===== src/hw/exu_pkg.sv =====
package exu_pkg;

   ////////////////////////////////////////////////////////////////////////////
   // widths and field positions
   ////////////////////////////////////////////////////////////////////////////

   localparam int XLEN       = 32;
   localparam int REG_AW     = 5;

   localparam int ALU_CODE_W = 5;
   localparam int LSU_CODE_W = 4;
   localparam int MDU_CODE_W = 3;

   // register fields inside the instruction word
   localparam int RD_LSB     = 0;
   localparam int RJ_LSB     = 5;
   localparam int RK_LSB     = 10;

   // execution unit of a decoded instruction
   typedef enum logic [1:0] {
      UNIT_ALU = 2'd0,
      UNIT_LSU = 2'd1,
      UNIT_MUL = 2'd2
   } unit_e;

   // multiplier opcodes
   localparam logic [MDU_CODE_W-1:0] MUL_W    = 3'd0;
   localparam logic [MDU_CODE_W-1:0] MULH_W   = 3'd1;
   localparam logic [MDU_CODE_W-1:0] MULH_WU  = 3'd2;
   localparam logic [MDU_CODE_W-1:0] MUL_D    = 3'd3;
   localparam logic [MDU_CODE_W-1:0] MULH_D   = 3'd4;
   localparam logic [MDU_CODE_W-1:0] MULH_DU  = 3'd5;
   localparam logic [MDU_CODE_W-1:0] MULW_D_W = 3'd6;

   ////////////////////////////////////////////////////////////////////////////
   // bundles
   ////////////////////////////////////////////////////////////////////////////

   typedef struct packed {
      unit_e                  unit;
      logic                   pc_rel;
      logic                   b_imm;
      logic                   double_read;
      logic                   rd_read;
      logic                   rd2rj;
      logic                   double_word;
      logic [ALU_CODE_W-1:0]  alu_code;
      logic [LSU_CODE_W-1:0]  lsu_code;
      logic [MDU_CODE_W-1:0]  mdu_code;
   } dec_op_t;

   typedef struct packed {
      logic [ALU_CODE_W-1:0]  op;
      logic [XLEN-1:0]        c;
      logic                   double_word;
   } alu_req_t;

   typedef struct packed {
      logic                   valid;
      logic                   signed_op;
      logic                   double_op;
      logic                   hi;
      logic                   short_op;
   } mul_req_t;

   typedef struct packed {
      logic                   valid;
      logic [LSU_CODE_W-1:0]  op;
      logic [REG_AW-1:0]      rd;
      logic                   wen;
   } lsu_req_t;

   // one register file write
   typedef struct packed {
      logic                   wen;
      logic [REG_AW-1:0]      rd;
      logic [XLEN-1:0]        data;
   } wb_t;

endpackage


===== src/hw/exu_issue.sv =====
`timescale 1ns/1ps

module exu_issue
   import exu_pkg::*;
(
   input  logic              clk,
   input  logic              rst,
   input  logic              valid,
   input  dec_op_t           op,
   input  logic              rf_wen,
   input  logic [REG_AW-1:0] rf_target,
   input  logic [XLEN-1:0]   alu_c,

   output alu_req_t          alu,
   output mul_req_t          mul,
   output lsu_req_t          lsu,
   output wb_t               ctl_e,
   output logic              mul_valid_e,
   output logic              lsu_go
);

   ////////////////////////////////////////////////////////////////////////////
   // dispatch at _d
   ////////////////////////////////////////////////////////////////////////////

   logic alu_go;
   logic mul_go;

   assign alu_go = valid && (op.unit == UNIT_ALU);
   assign mul_go = valid && (op.unit == UNIT_MUL);
   assign lsu_go = valid && (op.unit == UNIT_LSU);

   // multiplier flags from the mdu code
   logic mul_signed_d;
   logic mul_double_d;
   logic mul_hi_d;
   logic mul_short_d;

   always_comb begin
      mul_signed_d = (op.mdu_code == MUL_W)  || (op.mdu_code == MULH_W) ||
                     (op.mdu_code == MUL_D)  || (op.mdu_code == MULH_D) ||
                     (op.mdu_code == MULW_D_W);
      mul_double_d = (op.mdu_code == MUL_D)  || (op.mdu_code == MULH_D) ||
                     (op.mdu_code == MULH_DU);
      mul_hi_d     = (op.mdu_code == MULH_W) || (op.mdu_code == MULH_WU) ||
                     (op.mdu_code == MULH_D) || (op.mdu_code == MULH_DU);
      mul_short_d  = (op.mdu_code == MUL_W)  || (op.mdu_code == MULH_W) ||
                     (op.mdu_code == MULH_WU);
   end

   ////////////////////////////////////////////////////////////////////////////
   // d to e registers
   ////////////////////////////////////////////////////////////////////////////

   logic                  alu_wen_e;
   logic                  mul_wen_e;
   logic                  mul_vld_e;
   logic                  lsu_vld_e;

   logic [REG_AW-1:0]     rd_e;
   logic [3:0]            mul_flags_e;
   logic [LSU_CODE_W-1:0] lsu_op_e;
   logic                  lsu_wen_e;

   // valids and write enables
   always_ff @(posedge clk) begin
      if (rst) begin
         alu_wen_e <= 1'b0;
         mul_wen_e <= 1'b0;
         mul_vld_e <= 1'b0;
         lsu_vld_e <= 1'b0;
      end else begin
         alu_wen_e <= rf_wen && alu_go;
         mul_wen_e <= rf_wen && mul_go;
         mul_vld_e <= mul_go;
         lsu_vld_e <= lsu_go;
      end
   end

   // payload, qualified by the valids above
   always_ff @(posedge clk) begin
      alu         <= '{op: op.alu_code, c: alu_c, double_word: op.double_word};
      rd_e        <= rf_target;
      mul_flags_e <= {mul_signed_d, mul_double_d, mul_hi_d, mul_short_d};
      lsu_op_e    <= op.lsu_code;
      lsu_wen_e   <= rf_wen;
   end

   assign mul = '{valid:     mul_vld_e,
                  signed_op: mul_flags_e[3],
                  double_op: mul_flags_e[2],
                  hi:        mul_flags_e[1],
                  short_op:  mul_flags_e[0]};

   assign lsu = '{valid: lsu_vld_e, op: lsu_op_e, rd: rd_e, wen: lsu_wen_e};

   // alu and mul share the fixed-latency rd path
   assign ctl_e = '{wen: alu_wen_e || mul_wen_e, rd: rd_e, data: '0};
   assign mul_valid_e = mul_vld_e;

   // a valid instruction is owned by exactly one unit
   a_one_unit_d: assert property (@(posedge clk) disable iff (rst)
      valid |-> $onehot({alu_go, mul_go, lsu_go}));

endmodule


===== src/hw/exu_bypass.sv =====
`timescale 1ns/1ps

module exu_bypass
   import exu_pkg::*;
#(
   parameter int XLEN = exu_pkg::XLEN
) (
   input  logic              clk,
   input  logic              rst,
   input  logic [31:0]       inst,
   input  logic [XLEN-1:0]   pc,
   input  dec_op_t           op,
   input  logic [XLEN-1:0]   imm,
   input  logic [XLEN-1:0]   rs1_data,
   input  logic [XLEN-1:0]   rs2_data,
   input  wb_t               wb_m,
   input  wb_t               rf_w,

   output logic [REG_AW-1:0] rs1_addr,
   output logic [REG_AW-1:0] rs2_addr,
   output logic [XLEN-1:0]   opa_e,
   output logic [XLEN-1:0]   opb_e,
   output logic [XLEN-1:0]   lsu_offset_e
);

   ////////////////////////////////////////////////////////////////////////////
   // register read and operand select at _d
   ////////////////////////////////////////////////////////////////////////////

   assign rs1_addr = op.rd2rj   ? inst[RD_LSB +: REG_AW] : inst[RJ_LSB +: REG_AW];
   assign rs2_addr = op.rd_read ? inst[RD_LSB +: REG_AW] : inst[RK_LSB +: REG_AW];

   logic [XLEN-1:0] opa_d;
   logic [XLEN-1:0] opb_d;

   assign opa_d = op.pc_rel ? pc  : rs1_data;
   assign opb_d = op.b_imm  ? imm : rs2_data;

   ////////////////////////////////////////////////////////////////////////////
   // d to e registers
   ////////////////////////////////////////////////////////////////////////////

   logic [XLEN-1:0]   src_data_e [2];
   logic [REG_AW-1:0] src_addr_e [2];
   logic [XLEN-1:0]   imm_e;
   logic              pc_rel_e;
   logic              b_imm_e;
   logic              double_read_e;

   always_ff @(posedge clk) begin
      src_data_e[0] <= opa_d;
      src_data_e[1] <= opb_d;
      src_addr_e[0] <= rs1_addr;
      src_addr_e[1] <= rs2_addr;
      imm_e         <= imm;
   end

   // operand source flags
   always_ff @(posedge clk) begin
      if (rst) begin
         pc_rel_e      <= 1'b0;
         b_imm_e       <= 1'b0;
         double_read_e <= 1'b0;
      end else begin
         pc_rel_e      <= op.pc_rel;
         b_imm_e       <= op.b_imm;
         double_read_e <= op.double_read;
      end
   end

   ////////////////////////////////////////////////////////////////////////////
   // forwarding from _m and _w
   ////////////////////////////////////////////////////////////////////////////

   logic            use_rf_e [2];
   logic [XLEN-1:0] fwd_e    [2];

   // pc and immediate operands never come from a register
   assign use_rf_e[0] = !pc_rel_e;
   assign use_rf_e[1] = !(b_imm_e || double_read_e);

   always_comb begin
      for (int i = 0; i < 2; i++) begin
         if (use_rf_e[i] && wb_m.wen && (wb_m.rd == src_addr_e[i])) begin
            fwd_e[i] = wb_m.data;
         end else if (use_rf_e[i] && rf_w.wen && (rf_w.rd == src_addr_e[i])) begin
            fwd_e[i] = rf_w.data;
         end else begin
            fwd_e[i] = src_data_e[i];
         end
      end
   end

   assign opa_e = fwd_e[0];
   assign opb_e = fwd_e[1];

   // indexed access takes rs2 as the offset
   assign lsu_offset_e = double_read_e ? fwd_e[1] : imm_e;

endmodule


===== src/hw/exu_writeback.sv =====
`timescale 1ns/1ps

module exu_writeback
   import exu_pkg::*;
#(
   parameter int XLEN = exu_pkg::XLEN
) (
   input  logic              clk,
   input  logic              rst,
   input  wb_t               ctl_e,
   input  logic              mul_valid_e,
   input  logic [XLEN-1:0]   alu_res,
   input  logic [XLEN-1:0]   mul_res,
   input  logic [XLEN-1:0]   lsu_rdata,
   input  logic [REG_AW-1:0] lsu_rd,
   input  logic              lsu_wen,
   input  logic              lsu_finish,
   input  logic              lsu_go,

   output wb_t               wb_m,
   output wb_t               rf_w,
   output logic              stall_req
);

   ////////////////////////////////////////////////////////////////////////////
   // e to m
   ////////////////////////////////////////////////////////////////////////////

   logic              wen_m;
   logic              mul_valid_m;
   logic [REG_AW-1:0] rd_m;
   logic [XLEN-1:0]   alu_res_m;

   always_ff @(posedge clk) begin
      if (rst) begin
         wen_m       <= 1'b0;
         mul_valid_m <= 1'b0;
      end else begin
         wen_m       <= ctl_e.wen;
         mul_valid_m <= mul_valid_e;
      end
   end

   always_ff @(posedge clk) begin
      rd_m      <= ctl_e.rd;
      alu_res_m <= alu_res;
   end

   // result merge at _m
   // lsu owns its rd, alu and mul share the pipe rd
   always_comb begin
      if (lsu_finish) begin
         wb_m.wen  = lsu_wen;
         wb_m.rd   = lsu_rd;
         wb_m.data = lsu_rdata;
      end else begin
         wb_m.wen  = wen_m;
         wb_m.rd   = rd_m;
         wb_m.data = mul_valid_m ? mul_res : alu_res_m;
      end
   end

   ////////////////////////////////////////////////////////////////////////////
   // m to w
   ////////////////////////////////////////////////////////////////////////////

   logic              wen_w;
   logic [REG_AW-1:0] rd_w;
   logic [XLEN-1:0]   data_w;

   always_ff @(posedge clk) begin
      if (rst) begin
         wen_w <= 1'b0;
      end else begin
         wen_w <= wb_m.wen;
      end
   end

   always_ff @(posedge clk) begin
      rd_w   <= wb_m.rd;
      data_w <= wb_m.data;
   end

   assign rf_w = '{wen: wen_w, rd: rd_w, data: data_w};

   ////////////////////////////////////////////////////////////////////////////
   // lsu stall
   ////////////////////////////////////////////////////////////////////////////

   logic lsu_busy;

   // set by the _d dispatch, cleared after the finish cycle
   always_ff @(posedge clk) begin
      if (rst) begin
         lsu_busy <= 1'b0;
      end else begin
         lsu_busy <= lsu_go || (lsu_busy && !lsu_finish);
      end
   end

   // front end holds through the finish cycle
   assign stall_req = lsu_go || lsu_busy;

   // a finish without an access in flight is a unit protocol error
   a_finish_busy: assert property (@(posedge clk) disable iff (rst)
      lsu_finish |-> lsu_busy);

endmodule


===== src/hw/exu_ecl.sv =====
`timescale 1ns/1ps

module exu_ecl
   import exu_pkg::*;
#(
   parameter int XLEN = exu_pkg::XLEN
) (
   input  logic              clk,
   input  logic              rst,

   // decode stage
   input  logic              valid,
   input  logic [31:0]       inst,
   input  logic [XLEN-1:0]   pc,
   input  dec_op_t           op,
   input  logic              rf_wen,
   input  logic [REG_AW-1:0] rf_target,
   input  logic [XLEN-1:0]   imm,
   input  logic [XLEN-1:0]   alu_c,
   input  logic [XLEN-1:0]   rs1_data,
   input  logic [XLEN-1:0]   rs2_data,
   output logic [REG_AW-1:0] rs1_addr,
   output logic [REG_AW-1:0] rs2_addr,

   // alu
   output logic [XLEN-1:0]   alu_a,
   output logic [XLEN-1:0]   alu_b,
   output alu_req_t          alu,
   input  logic [XLEN-1:0]   alu_res,

   // multiplier, result at _m
   output mul_req_t          mul,
   output logic [XLEN-1:0]   mul_a,
   output logic [XLEN-1:0]   mul_b,
   input  logic [XLEN-1:0]   mul_res,

   // load/store
   output lsu_req_t          lsu,
   output logic [XLEN-1:0]   lsu_base,
   output logic [XLEN-1:0]   lsu_offset,
   output logic [XLEN-1:0]   lsu_wdata,
   input  logic [XLEN-1:0]   lsu_rdata,
   input  logic [REG_AW-1:0] lsu_rd,
   input  logic              lsu_wen,
   input  logic              lsu_finish,

   // register file write and front end hold
   output wb_t               rf_w,
   output logic              stall_req
);

   wb_t             ctl_e;
   wb_t             wb_m;
   logic            mul_valid_e;
   logic            lsu_go;
   logic [XLEN-1:0] opa_e;
   logic [XLEN-1:0] opb_e;
   logic [XLEN-1:0] lsu_offset_e;

   exu_issue i_issue (
      .clk         (clk),
      .rst         (rst),
      .valid       (valid),
      .op          (op),
      .rf_wen      (rf_wen),
      .rf_target   (rf_target),
      .alu_c       (alu_c),
      .alu         (alu),
      .mul         (mul),
      .lsu         (lsu),
      .ctl_e       (ctl_e),
      .mul_valid_e (mul_valid_e),
      .lsu_go      (lsu_go)
   );

   exu_bypass #(.XLEN(XLEN)) i_bypass (
      .clk          (clk),
      .rst          (rst),
      .inst         (inst),
      .pc           (pc),
      .op           (op),
      .imm          (imm),
      .rs1_data     (rs1_data),
      .rs2_data     (rs2_data),
      .wb_m         (wb_m),
      .rf_w         (rf_w),
      .rs1_addr     (rs1_addr),
      .rs2_addr     (rs2_addr),
      .opa_e        (opa_e),
      .opb_e        (opb_e),
      .lsu_offset_e (lsu_offset_e)
   );

   exu_writeback #(.XLEN(XLEN)) i_writeback (
      .clk         (clk),
      .rst         (rst),
      .ctl_e       (ctl_e),
      .mul_valid_e (mul_valid_e),
      .alu_res     (alu_res),
      .mul_res     (mul_res),
      .lsu_rdata   (lsu_rdata),
      .lsu_rd      (lsu_rd),
      .lsu_wen     (lsu_wen),
      .lsu_finish  (lsu_finish),
      .lsu_go      (lsu_go),
      .wb_m        (wb_m),
      .rf_w        (rf_w),
      .stall_req   (stall_req)
   );

   // forwarded operands fan out to all three units
   assign alu_a      = opa_e;
   assign alu_b      = opb_e;
   assign mul_a      = opa_e;
   assign mul_b      = opb_e;
   assign lsu_base   = opa_e;
   assign lsu_wdata  = opb_e;
   assign lsu_offset = lsu_offset_e;

endmodule


===== config.mk =====
export PLATFORM = sky130hd
export DESIGN_NAME = exu_ecl
export DESIGN_NICKNAME = d
export VERILOG_FILES = /design/src/hw/exu_pkg.sv /design/src/hw/exu_issue.sv /design/src/hw/exu_bypass.sv /design/src/hw/exu_writeback.sv /design/src/hw/exu_ecl.sv
export SDC_FILE = /design/constraint.sdc
export NUM_CORES = 1
export LEC_CHECK = 0
export BUFFER_PORTS_ARGS = -buffer_cell sky130_fd_sc_hd__buf_4
export CORE_AREA = 2 2 255 257
export DETAILED_ROUTE_END_ITERATION = 16
export DIE_AREA = 0 0 257 259
export GPL_TIMING_DRIVEN = 0
export PLACE_DENSITY = 0.42
export RECOVER_POWER = 50
export SYNTH_ARGS = -nofsm -noshare
export SYNTH_HDL_FRONTEND = slang
export SYNTH_SLANG_ARGS = --single-unit

===== constraint.sdc =====
create_clock -name clk -period 2.8 [get_ports clk]
set_clock_uncertainty 0.05 [all_clocks]
set_input_delay 0.42 -clock clk [delete_from_list [all_inputs] [get_ports clk]]
set_output_delay 0.42 -clock clk [all_outputs]
set_load 0.005 [all_outputs]

After elaboration in Yosys (flattened, before gate mapping)
Memories as Yosys holds them, arrays and structs flattened.
Cells that the tools add are included.
- add/subtract/negate cells: 0
- multipliers: 0
- divide/modulo/power cells: 0
- magnitude comparators: 0
- eq/ne operators: 12
- shift-type cells: 0
- multiplexer cells: 11
- bitwise logic cells: 0
- reduce and logical (&&, ||, !) cells: 33
- operators by type and width (kind ; count):
    $mux 32 ; 8
    $mux 38 ; 1
    $eq 5x5->1 ; 4
    $logic_and 1x1->1 ; 14
    $logic_or 1x1->1 ; 14
    $mux 5 ; 2
    $eq 3x3->1 const B ; 3
    $eq 3x2->1 const B ; 2
    $eq 3x1->1 const B ; 1
    $logic_not 1->1 ; 3
    $logic_not 3->1 ; 1
    $eq 2x1->1 const B ; 1
    $eq 2x2->1 const B ; 1
    $logic_not 2->1 ; 1
- register bits: 169
- bits in latches: 0
- bits in writable memories: 74
- bits in read-only memories: 0
- input bits: 324
- memories: 2
- memories (name ; depth ; width ; read ports ; clocked after memory_dff ; wr ports ; RTL line ; text):
    i_bypass.src_data_e ; 2 ; 32 ; 2 ; 0 ; 2 ; exu_bypass.sv:43 ; logic [XLEN-1:0] src_data_e [2];
    i_bypass.src_addr_e ; 2 ; 5 ; 2 ; 0 ; 2 ; exu_bypass.sv:44 ; logic [REG_AW-1:0] src_addr_e [2];

Logic depth before layout (Yosys ltp)
Gate-level depths: netlist (run 1).
- word-level depth: 7
- depth in mapped cells: 9

Hierarchy
A second synthesis (run 1) with hierarchy kept.
- cells, all modules: 1008
- area total of the unflattened synthesis: 10351.2 µm²
- modules (own cells, without submodules) (module ; instances ; cells each ; area each (µm²) ; seq. area each (µm²)):
    exu_bypass ; 1 ; 569 ; 5400.2 ; 2182.1
    exu_writeback ; 1 ; 200 ; 2441.1 ; 1561.5
    exu_issue ; 1 ; 111 ; 1549.0 ; 1121.1
    exu_ecl ; 1 ; 128 ; 960.9 ; 0.0

Least setup slack after synthesis (run 1)
Ideal clock, no wire load.
- path type: input to output
- start: input lsu_finish
- end: output lsu_base[10]
- data arrival time: 2.277 ns
- data required time: 2.330 ns
- setup slack: 0.053 ns
- cell stages on the path: 9
- path through: buf_6 > mux2i_2 > xor2_1 > nand4_1 > or4_4 > buf_6 > buf_6 > mux2i_1 > buf_4
- word-level cells in the longest chain between the ends: 4
- RTL lines (item ; RTL line ; text):
    start, declared ; exu_ecl.sv:45 ; input logic lsu_finish,
    $mux 38 (*) ; exu_writeback.sv:52 ; if (lsu_finish) begin
    $eq 5x5->1 / $logic_and 1x1->1 (equally long branches) ; exu_bypass.sv:84 ; if (use_rf_e[i] && wb_m.wen && (wb_m.rd == src_addr_e[i])) begin
    $logic_and 1x1->1 ; exu_bypass.sv:84 ;
    $mux 32 (*) ; exu_bypass.sv:84 ;
    end, declared ; exu_ecl.sv:39 ; output logic [XLEN-1:0] lsu_base,
Mark *: on every way between the ends. The rest lies on a longest branch, timed or not.

Worst setup path in the final report (run 1)
- start: register i_writeback.rd_m[4]
- end: output mul_a[1]
- word-level cells in the longest chain between the ends: 4
- RTL lines (item ; RTL line ; text):
    start, declared ; exu_writeback.sv:31 ; logic [REG_AW-1:0] rd_m;
    start signal, assigned ; exu_writeback.sv:45 ; rd_m <= ctl_e.rd;
    $mux 38 ; exu_writeback.sv:52 ;
    $eq 5x5->1 ; exu_bypass.sv:84 ;
    $logic_and 1x1->1 ; exu_bypass.sv:84 ;
    $mux 32 ; exu_bypass.sv:84 ;
    end, declared ; exu_ecl.sv:33 ; output logic [XLEN-1:0] mul_a,
Every way passes these cells.

==> results of run 1 <==
[repair_timing]
action                                  in CTS  in global routing
setup buffers                               30                 14
cloned                                       5                  1
hold buffers                               205                  0
endpoints found under the setup margin     224                224
gates resized for setup                    482                195
pin swaps                                   27                 22
hold endpoints to repair                   184                  0
[area by class of cell]
cell class                 instances  area, um2
sequential                       243       4880
fill                            6375      41800
tap                              855       1070
buffer                           176       1830
clock buffer                      41        872
multi-input combinational        421       5040
timing repair buffer             880       8060
inverter                          38        143
antenna                            1       2.50
clock inverter                    11        195
[stage by stage]
| stage | utilization, % | hold WS (ps) | TNS [ps] | power, W | cell area, um2 |
|---|---|---|---|---|---|
| 2_1_floorplan | - | 282 | 0 | 0.00455 | 9700 |
| 3_3_place_gp | 24.2 | 294 | -182000 | 0.00571 | 15500 |
| 3_5_place_dp | 24.2 | 289 | -184540 | 0.00571 | 15500 |
| 4_1_cts | 33.3 | 0.378 | -103320 | 0.0108 | 21300 |
| 5_1_grt | 34.6 | 6.23 | -101550 | 0.0113 | 22100 |
| 6_report | 34.6 | 41.6 | -72930 | 0.0108 | 22100 |
[synth_stat cells]
cell type	n	area [um2]
mux2i_1	162	1620
inv_1	38	143
nand3b_1	2	15.0
buf_1	5	18.8
nor4bb_1	2	20.0
buf_4	137	1030
and3_1	1	6.26
buf_2	6	30.0
nand4_1	2	12.5
mux2_2	74	833
and2_1	1	6.26
xnor2_1	10	87.6
nand2b_1	2	12.5
or4_4	1	11.3
xor2_1	11	96.3
nor4_1	2	12.5
mux2i_2	4	55.1
nor3_1	3	15.0
dfxtp_1	243	4860
nand3_1	2	10.0
clkbuf_1	26	97.6
o21ai_0	1	5.00
a21oi_1	67	335
buf_6	5	56.3
nor4b_2	1	15.0
nor2_1	68	255
nor2b_1	4	25.0
nor3b_1	1	7.51
[cells by family after synthesis]
group           after synthesis
flops                       243
mux                         240
buf+inv                     217
simple gates                 92
compound gates               68
xor+xnor                     21
[registers in the layout (all words and copies together), names as in the netlist, 4 cells and up]
signal	cells
i_bypass.imm_e	32
i_bypass.src_addr_e	10
i_bypass.src_data_e	64
i_issue.alu	38
i_issue.lsu_op_e	4
i_issue.mul_flags_e	4
i_issue.rd_e	5
i_writeback.alu_res_m	32
i_writeback.data_w	32
i_writeback.rd_m	5
i_writeback.rd_w	5
[power groups by stage]
stage / registers, W / logic (W) / clock network (W)
after floorplan: 0.00385 / 0.000702 / 0
after global placement: 0.00387 / 0.00184 / 0
after detailed placement: 0.00387 / 0.00184 / 0
after CTS: 0.00384 / 0.00255 / 0.00439
after global routing: 0.00388 / 0.00287 / 0.00452
final: 0.00386 / 0.00270 / 0.00425
[routing by layer]
layer / global-route usage, % / share of wire (%) / up-vias
met1: 15.8 / 39 / 4605
met5: 0 / 0 / -
met3: 2.94 / 5.3 / 57
met2: 26.3 / 53 / 355
li1: - / - / 4645
met4: 3.44 / 2.4 / 0
[critical path, delay by kind of cell (launching register included)]
family / cells / cell delay, ps
XOR/XNOR: 1 / 180
buffers and inverters: 4 / 620
flip-flops: 1 / 320
multiplexers: 2 / 430
AND/OR/NAND/NOR: 2 / 640
[final timing paths]
path	start	to	cells after the start
setup / recovery	i_writeback.rd_m[4]$_DFF_P_	mul_a[1]	9
hold / removal	inst[13]	i_bypass.src_addr_e[0][8]$_DFF_P_	2
setup reg to reg	i_writeback.mul_valid_m$_SDFF_PP0_	i_writeback.data_w[5]$_DFF_P_	5
hold reg to reg	i_issue.rd_e[0]$_DFF_P_	i_writeback.rd_m[0]$_DFF_P_	0
==> metrics.txt, run 1 <==
Setup crit end kind primary output; worst-margin pin slew 1070 ps; total number of vias 9662; Max stage delay cell, worst path or4_4; Compound-Gate Fraction of Synth Area 3.51%; CP Max Fanout 8; width of the die 257 um; largest net degree at the start of global routing 16; status finished with violations; clk root buf clkbuf_16; syn_nets 1205; share of cells above drive strength 1 61.7%; DR DRC count 0; Psw 0.00276 W; DP Worst Slack -1330 ps; TritonCTS clock tree yes; Cell Count, Final, Fillers Out 2666; Clk pwr share 39.3%; Global Route Usage Sum 13.9%; Max Cap Viol 0; Yosys warnings 0; flop2flop setup slack 960 ps; Placed Cells 2365; Wirelength per Cell 18.4 um; simple-gate share of the synthesized area 4.37%; Synth Area in XOR/XNOR 1.90%; Leak 9.55 nW; Arr. time, crit path 2800 ps; Final setup viols 224; initial antenna violation count 1; FMAX 306 MHz; core area 63900 um2; post-synthesis adder-cell area fraction 0%; clk slew on worst S/H paths 60 ps; fin worst setup slack -465 ps; final hold violation count 0; initial DRC count 233; grt ovf 0; Port Buffers 629; die area 66600 um2; main combinational cell family by area after synthesis multiplexers; register area share after synthesis 50.2%; multiplexer area fraction after synthesis 25.9%; RSZ-0062 raised after global routing yes; worst path cell trace mux2i_4 > xor2_1 > nand4_1 > or4_4 > buf_12 > buf_16 > mux2i_4 > buf_4 > buf_4; Total Wirelength 49000 um; Final Wtd Congestion 0.784; startpoint types flip-flop; #FFs+latches synth 243; failing checks setup timing; Post-Syn Instances 881; Rows 93; remaining antenna violation count 0; Pre-antenna DRT Iters 4; Sw Share 25.5%; cell area after synthesis 9700 um2; vias in the first global route 10.8k; commonest non-fill, non-tap cell in the layout buf_4; Avg Inst Size Synth 11.0 um2; final net count 2114; first-pass GRT wire length 69100 um; die height 259 um; internal power 0.00805 W; clk_lat worst skew 590 ps; Worst slew margin 28.6%; max-slew violations 0; hpwl dp 35900 um; commonest non-fill, non-tap cells in the layout 369 x buf_4, 323 x buf_6, 235 x dfxtp_1; Hold Crit Class in2reg; starting density of the core 15.2%; logic gate share of total power 25.0%; Yosys cell types 28; CTS H-tree depth 1; num ports 651; crit path kind reg2out; Pwr Density 489 nW/um2; area delta synth->final 128%; VDD IR-drop max 0.485 mV; vias per inst 3.62; clk sinks 243; TritonCTS buffer count 30; period utilization 117%; max incr delay on CP 510 ps; clk buf depth 3; sequential share of power 35.7%; CP required 2330 ps; post-route minimum period 3270 ps
(Power assumes the default switching activity.)
==> run 2, diff against run 1 <==
--- a/config.mk
+++ b/config.mk
@@ -11,7 +11,8 @@
 export DIE_AREA = 0 0 257 259
 export GPL_TIMING_DRIVEN = 0
 export PLACE_DENSITY = 0.42
-export RECOVER_POWER = 50
+export RECOVER_POWER = 25
+export SETUP_SLACK_MARGIN = 0.05
 export SYNTH_ARGS = -nofsm -noshare
 export SYNTH_HDL_FRONTEND = slang
 export SYNTH_SLANG_ARGS = --single-unit
==> run 2 against run 1 <==
Against the previous run: critical path depth unchanged; largest power group unchanged; routed wire length barely moved; critical path type unchanged; combinational power about the same; the run still ends with setup timing left; global-route usage hardly changed.
==> metrics.txt, run 2 (synthesis gave the netlist of run 1 again) <==
status finished with violations (unchanged); failing checks setup timing (unchanged); vias per inst 3.62 (about the same); Wirelength per Cell 18.4 um (about the same); fin worst setup slack -467 ps (was -465 ps); Hold Slack 38.5 ps (was 41.6 ps); RSZ-0062 raised after global routing yes (unchanged); Max Cap Viol 0 (unchanged); Hold Crit Class in2reg (unchanged); Port Buffers 629 (unchanged); CP top delay family simple AND/OR/NAND/NOR gates (unchanged); initial DRC count 199 (was 233); Final Wtd Congestion 0.784 (unchanged); die height 259 um (unchanged); TritonCTS buffer count 30 (unchanged); post-route minimum period 3270 ps (about the same); Final setup viols 224 (unchanged); crit path kind reg2out (unchanged); clk slew on worst S/H paths 60 ps (about the same); final net count 2114 (unchanged); die area 66600 um2 (unchanged); num ports 651 (unchanged); CP Max Fanout 8 (unchanged); vias in the first global route 10.8k (about the same); CP bufs+invs 4 (unchanged); commonest non-fill, non-tap cell in the layout buf_4 (unchanged); Crit Reg-Reg Startpoint i_writeback.mul_valid_m$_SDFF_PP0_ (unchanged); Max stage delay cell, worst path or4_4 (unchanged); Overall Power 0.0108 W (about the same); commonest non-fill, non-tap cells in the layout 408 x buf_4, 323 x buf_6, 235 x dfxtp_1 (was 369 x buf_4, 323 x buf_6, 235 x dfxtp_1); Placed Cells 2365 (unchanged); worst path cell trace mux2i_4 > xor2_1 > nand4_1 > or4_4 > buf_12 > buf_16 > mux2i_4 > buf_4 > buf_4 (unchanged); CP required 2330 ps (about the same); biggest regs i_bypass.src_data_e: 64 flops, i_issue.alu: 38 flops (unchanged); flop2flop setup slack 950 ps (was 960 ps); clk root buf clkbuf_16 (unchanged); initial antenna violation count 1 (unchanged); setup tns final -72970 ps (was -72930 ps); worst reg-to-reg path cell count 5 (unchanged); Total Wirelength 49100 um (was 49000 um); Hold Path Sink i_bypass.src_addr_e[0][5]$_DFF_P_ (was i_bypass.src_addr_e[0][8]$_DFF_P_); largest net degree at the start of global routing 16 (unchanged); DR DRC count 0 (unchanged); Pwr Density 489 nW/um2 (about the same); max reg flops 64 (unchanged); width of the die 257 um (unchanged); share of cells above drive strength 1 62.1% (was 61.7%); CTS H-tree depth 1 (unchanged); worst hold path depth 2 (unchanged); clk sinks 243 (unchanged); Cell Count, Final, Fillers Out 2666 (unchanged); TritonCTS clock tree yes (unchanged); first-pass GRT wire length 69100 um (about the same); Setup crit end kind primary output (unchanged); period utilization 117% (about the same); grt ovf 0 (unchanged); starting density of the core 15.2% (unchanged); Largest Register i_bypass.src_data_e (unchanged); Global Route Usage Sum 13.9% (about the same); remaining antenna violation count 0 (unchanged); FMAX 306 MHz (about the same); core area 63900 um2 (unchanged); worst-margin pin slew 1070 ps (about the same); max incr delay on CP 510 ps (about the same); Pre-antenna DRT Iters 4 (unchanged); clk buf depth 3 (unchanged); Leak 9.59 nW (was 9.55 nW); Worst slew margin 28.7% (was 28.6%); area delta synth->final 128% (about the same); total number of vias 9661 (was 9662); hold path start inst[10] (was inst[13]); VDD IR-drop max 0.484 mV (was 0.485 mV); reg2reg end i_writeback.data_w[11]$_DFF_P_ (was i_writeback.data_w[5]$_DFF_P_); startpoint types flip-flop (unchanged); Rows 93 (unchanged); fin util 34.6% (about the same); max-slew violations 0 (unchanged); clk_lat worst skew 590 ps (about the same); Arr. time, crit path 2800 ps (about the same); hpwl dp 35900 um (unchanged); final hold violation count 0 (unchanged)
-- run 2: worst max path at each step --
stage,start,endpoint,depth (start not counted)
2_1_floorplan,lsu_finish,lsu_base[10],9
3_3_place_gp,i_writeback.rd_w[1]$_DFF_P_,lsu_base[12],8
3_5_place_dp,i_writeback.rd_w[4]$_DFF_P_,mul_a[12],8
4_1_cts,i_writeback.rd_m[0]$_DFF_P_,mul_a[24],9
5_1_grt,i_writeback.rd_m[4]$_DFF_P_,lsu_base[12],9
6_report,i_writeback.rd_m[4]$_DFF_P_,mul_a[1],9
-- run 2: worst reg2reg max path, cell delays in order, from the launching register on --
cell,delay [ps]
dfxtp_2,450
buf_4,350
mux2i_1,400
nor2_1,90
a21oi_2,300
inv_1,70
-- run 2: report_power, final --
| group | switching, W | internal [W] |
|---|---|---|
| combinational | 0.000962 | 0.00174 |
| clock | 0.00163 | 0.00262 |
| sequential | 0.000165 | 0.00369 |
| total | 0.00276 | 0.00805 |
-- run 2: routing by layer --
metal  vias up  global-route usage, %  wire [um]
met5         -                      0          0
met4         0                   3.44       1190
met3        55                   2.94       2530
met2       347                   26.3      26200
met1      4616                   15.9      19100
li1       4643                      -          -
-- run 2: final cells by class --
cell class | instances | area (um2)
Sequential cell | 243 | 4880
Inverter | 38 | 143
Timing Repair Buffer | 880 | 8080
Fill cell | 6369 | 41800
Multi-Input combinational cell | 421 | 5040
Clock inverter | 11 | 195
Antenna cell | 1 | 2.50
Tap cell | 855 | 1070
Clock buffer | 41 | 872
Buffer | 176 | 1830
-- run 2: what timing repair did --
item | 4_1_cts | 5_1_grt
cloned | 5 | 1
pin swaps | 27 | 22
buffers inserted | 30 | 14
hold endpoints to repair | 184 | 0
hold buffers | 205 | 0
endpoints found under the setup margin | 226 | 224
resized for setup | 482 | 195
-- run 2: through the flow --
stage | setup WS, ps | area, um2
after CTS | -593 | 21300
after floorplan | 53.3 | 9700
after detailed placement | -1330 | 15500
after global placement | -1280 | 15500
final | -467 | 22100
after global routing | -578 | 22100
==> run 3, diff against run 2 <==
--- a/config.mk
+++ b/config.mk
@@ -5,6 +5,7 @@
 export SDC_FILE = /design/constraint.sdc
 export NUM_CORES = 1
 export LEC_CHECK = 0
+export ABC_AREA = 0
 export BUFFER_PORTS_ARGS = -buffer_cell sky130_fd_sc_hd__buf_4
 export CORE_AREA = 2 2 255 257
 export DETAILED_ROUTE_END_ITERATION = 16
@@ -12,6 +13,7 @@
 export GPL_TIMING_DRIVEN = 0
 export PLACE_DENSITY = 0.42
 export RECOVER_POWER = 25
+export REMOVE_ABC_BUFFERS = 1
 export SETUP_SLACK_MARGIN = 0.05
 export SYNTH_ARGS = -nofsm -noshare
 export SYNTH_HDL_FRONTEND = slang
==> run 3 against run 2 <==
Against the previous run: the run still ends with setup timing left; final cell count shrank 5.9%; final area shrank 8.5%; sequential share of layout area grew 2.1 points; routed wire length shrank 5.0%; clock power shrank 1%; critical endpoint is now alu_a[13]; largest cell class unchanged.
==> metrics.txt, run 3 (synthesis gave the netlist of run 1 again) <==
Hold Crit Class in2reg (unchanged); Leak 8.63 nW (was 9.59 nW); status finished with violations (unchanged); TritonCTS buffer count 30 (unchanged); num ports 651 (unchanged); crit path kind reg2out (unchanged); biggest regs i_bypass.src_data_e: 64 flops, i_issue.alu: 38 flops (unchanged); max reg flops 64 (unchanged); final std cell area, no fill 20200 um2 (was 22100 um2); Largest Register i_bypass.src_data_e (unchanged); fin worst setup slack -466 ps (was -467 ps); Hold Path Sink i_bypass.src_data_e[0][54]$_DFF_P_ (was i_bypass.src_addr_e[0][5]$_DFF_P_); clk root buf clkbuf_16 (unchanged); DR DRC count 0 (unchanged); worst reg-to-reg path cell count 5 (unchanged); startpoint types flip-flop (unchanged); Global Route Usage Sum 13.2% (was 13.9%); largest net degree at the start of global routing 72 (was 16); remaining antenna violation count 0 (unchanged); max-slew violations 0 (unchanged); first-pass GRT wire length 65300 um (was 69100 um); die area 66600 um2 (unchanged); TritonCTS clock tree yes (unchanged); Total Wirelength 46600 um (was 49100 um); Max Cap Viol 0 (unchanged); clk sinks 243 (unchanged); Port Buffers 633 (was 629); # fillers 6491 (was 6369); commonest non-fill, non-tap cells in the layout 452 x buf_4, 230 x dfxtp_1, 211 x dlygate4sd3_1 (was 408 x buf_4, 323 x buf_6, 235 x dfxtp_1); period utilization 117% (about the same); CP required 2330 ps (about the same); Setup crit end kind primary output (unchanged); die height 259 um (unchanged); Pre-antenna DRT Iters 4 (unchanged); grt ovf 0 (unchanged); clk_lat worst skew 590 ps (about the same); starting density of the core 15.2% (unchanged); final net count 1957 (was 2114); FMAX 306 MHz (about the same); width of the die 257 um (unchanged); area delta synth->final 109% (was 128%); Arr. time, crit path 2800 ps (about the same); initial DRC count 229 (was 199); VDD IR-drop max 0.467 mV (was 0.484 mV); commonest non-fill, non-tap cell in the layout buf_4 (unchanged); Ant. Diodes 0 (was 1); CTS H-tree depth 1 (unchanged); Worst slew margin 53.3% (was 28.7%); total number of vias 9139 (was 9661); Rows 93 (unchanged); Wirelength per Cell 18.6 um (was 18.4 um); Final Wtd Congestion 0.856 (was 0.784); RSZ-0062 raised after global routing yes (unchanged); core area 63900 um2 (unchanged); worst-margin pin slew 700 ps (was 1070 ps); Crit Reg-Reg Startpoint i_writeback.mul_valid_m$_SDFF_PP0_ (unchanged); DP Area 14400 um2 (was 15500 um2); share of cells above drive strength 1 58.9% (was 62.1%); vias per inst 3.64 (was 3.62); post-route minimum period 3270 ps (about the same); hpwl dp 29900 um (was 35900 um); setup tns final -67000 ps (was -72970 ps); worst hold path depth 2 (unchanged); vias in the first global route 9863 (was 10.8k); final hold violation count 0 (unchanged); clk buf depth 3 (unchanged); CP Max Fanout 6 (was 8); reg2reg end i_writeback.data_w[17]$_DFF_P_ (was i_writeback.data_w[11]$_DFF_P_); flop2flop setup slack 1130 ps (was 950 ps); initial antenna violation count 1 (unchanged); Hold Slack 34.5 ps (was 38.5 ps); Final setup viols 224 (unchanged); hold path start rs2_data[22] (was inst[10]); Pwr Density 508 nW/um2 (was 489 nW/um2); failing checks setup timing (unchanged); clk slew on worst S/H paths 60 ps (about the same)
## run 3: changes by cell type in the layout (fill, tap and decap cells not counted), moves of 6 or more
cell | before | now
buf_6 | 323 | 129
buf_4 | 408 | 452
clkbuf_1 | 21 | 8
mux2i_1 | 40 | 53
mux2i_4 | 108 | 97
dlygate4sd3_1 | 205 | 211
## run 3: area by class of cell
| type | count | area (um2) | share of cell area [%] |
|---|---|---|---|
| Tap cell | 855 | 1070 | 5.29 |
| Clock buffer | 45 | 917 | 4.53 |
| Clock inverter | 9 | 156 | 0.773 |
| Sequential cell | 243 | 4900 | 24.2 |
| Timing Repair Buffer | 898 | 8120 | 40.1 |
| Multi-Input combinational cell | 422 | 4930 | 24.4 |
| Inverter | 38 | 143 | 0.705 |
## run 3: metrics by stage
stage	utilization [%]	total power (W)	setup slack, ps	cells
CTS	30.2	0.0103	-576	2499
detailed placement	22.6	0.00544	-1550	2196
global placement	22.4	0.00543	-4850	2190
floorplan	-	0.00430	-1510	702
finish	31.7	0.0103	-466	2510
global route	31.7	0.0108	-593	2510
## run 3: worst max-delay path by stage
stage                                      from        end  slack, ps  cells past startpoint
floorplan           i_writeback.rd_w[1]$_DFF_P_   alu_a[0]      -1510                      5
global placement    i_writeback.rd_w[1]$_DFF_P_   mul_a[4]      -4850                      6
detailed placement                   lsu_finish   alu_b[6]      -1550                      8
CTS                 i_writeback.rd_m[4]$_DFF_P_  alu_a[28]       -580                      8
global route        i_writeback.rd_m[0]$_DFF_P_  alu_a[21]       -590                      8
finish              i_writeback.rd_m[0]$_DFF_P_  alu_a[13]       -470                      8
## run 3: where the power goes
part	internal, W	total [W]	switching (W)
Clock	0.00260	0.00419	0.00159
Sequential	0.00369	0.00385	0.000158
Combinational	0.00139	0.00224	0.000853
## run 3: critical path, cell delays in order (launching register included)
cell and delay [ps]:
dfxtp_2 320, mux2i_4 170, xor2_1 190, nand4_1 170, buf_6 180, or4_4 560, buf_12 190, mux2i_4 240
buf_4 150
## run 3: metal layers
metal	vias to the layer above	wire, um	GRT usage (%)
li1	4339	-	-
met1	4322	17500	14.3
met2	399	24900	25.4
met3	79	2580	2.82
met4	0	1650	3.97
met5	-	0	0
## run 3: timing repair
item / CTS / global route
pin swaps: 40 / 11
endpoints found under the setup margin: 224 / 224
gates resized for setup: 249 / 170
gates cloned: 4 / 0
hold endpoints to repair: 187 / 2
setup buffers: 38 / 9
hold buffers: 208 / 3
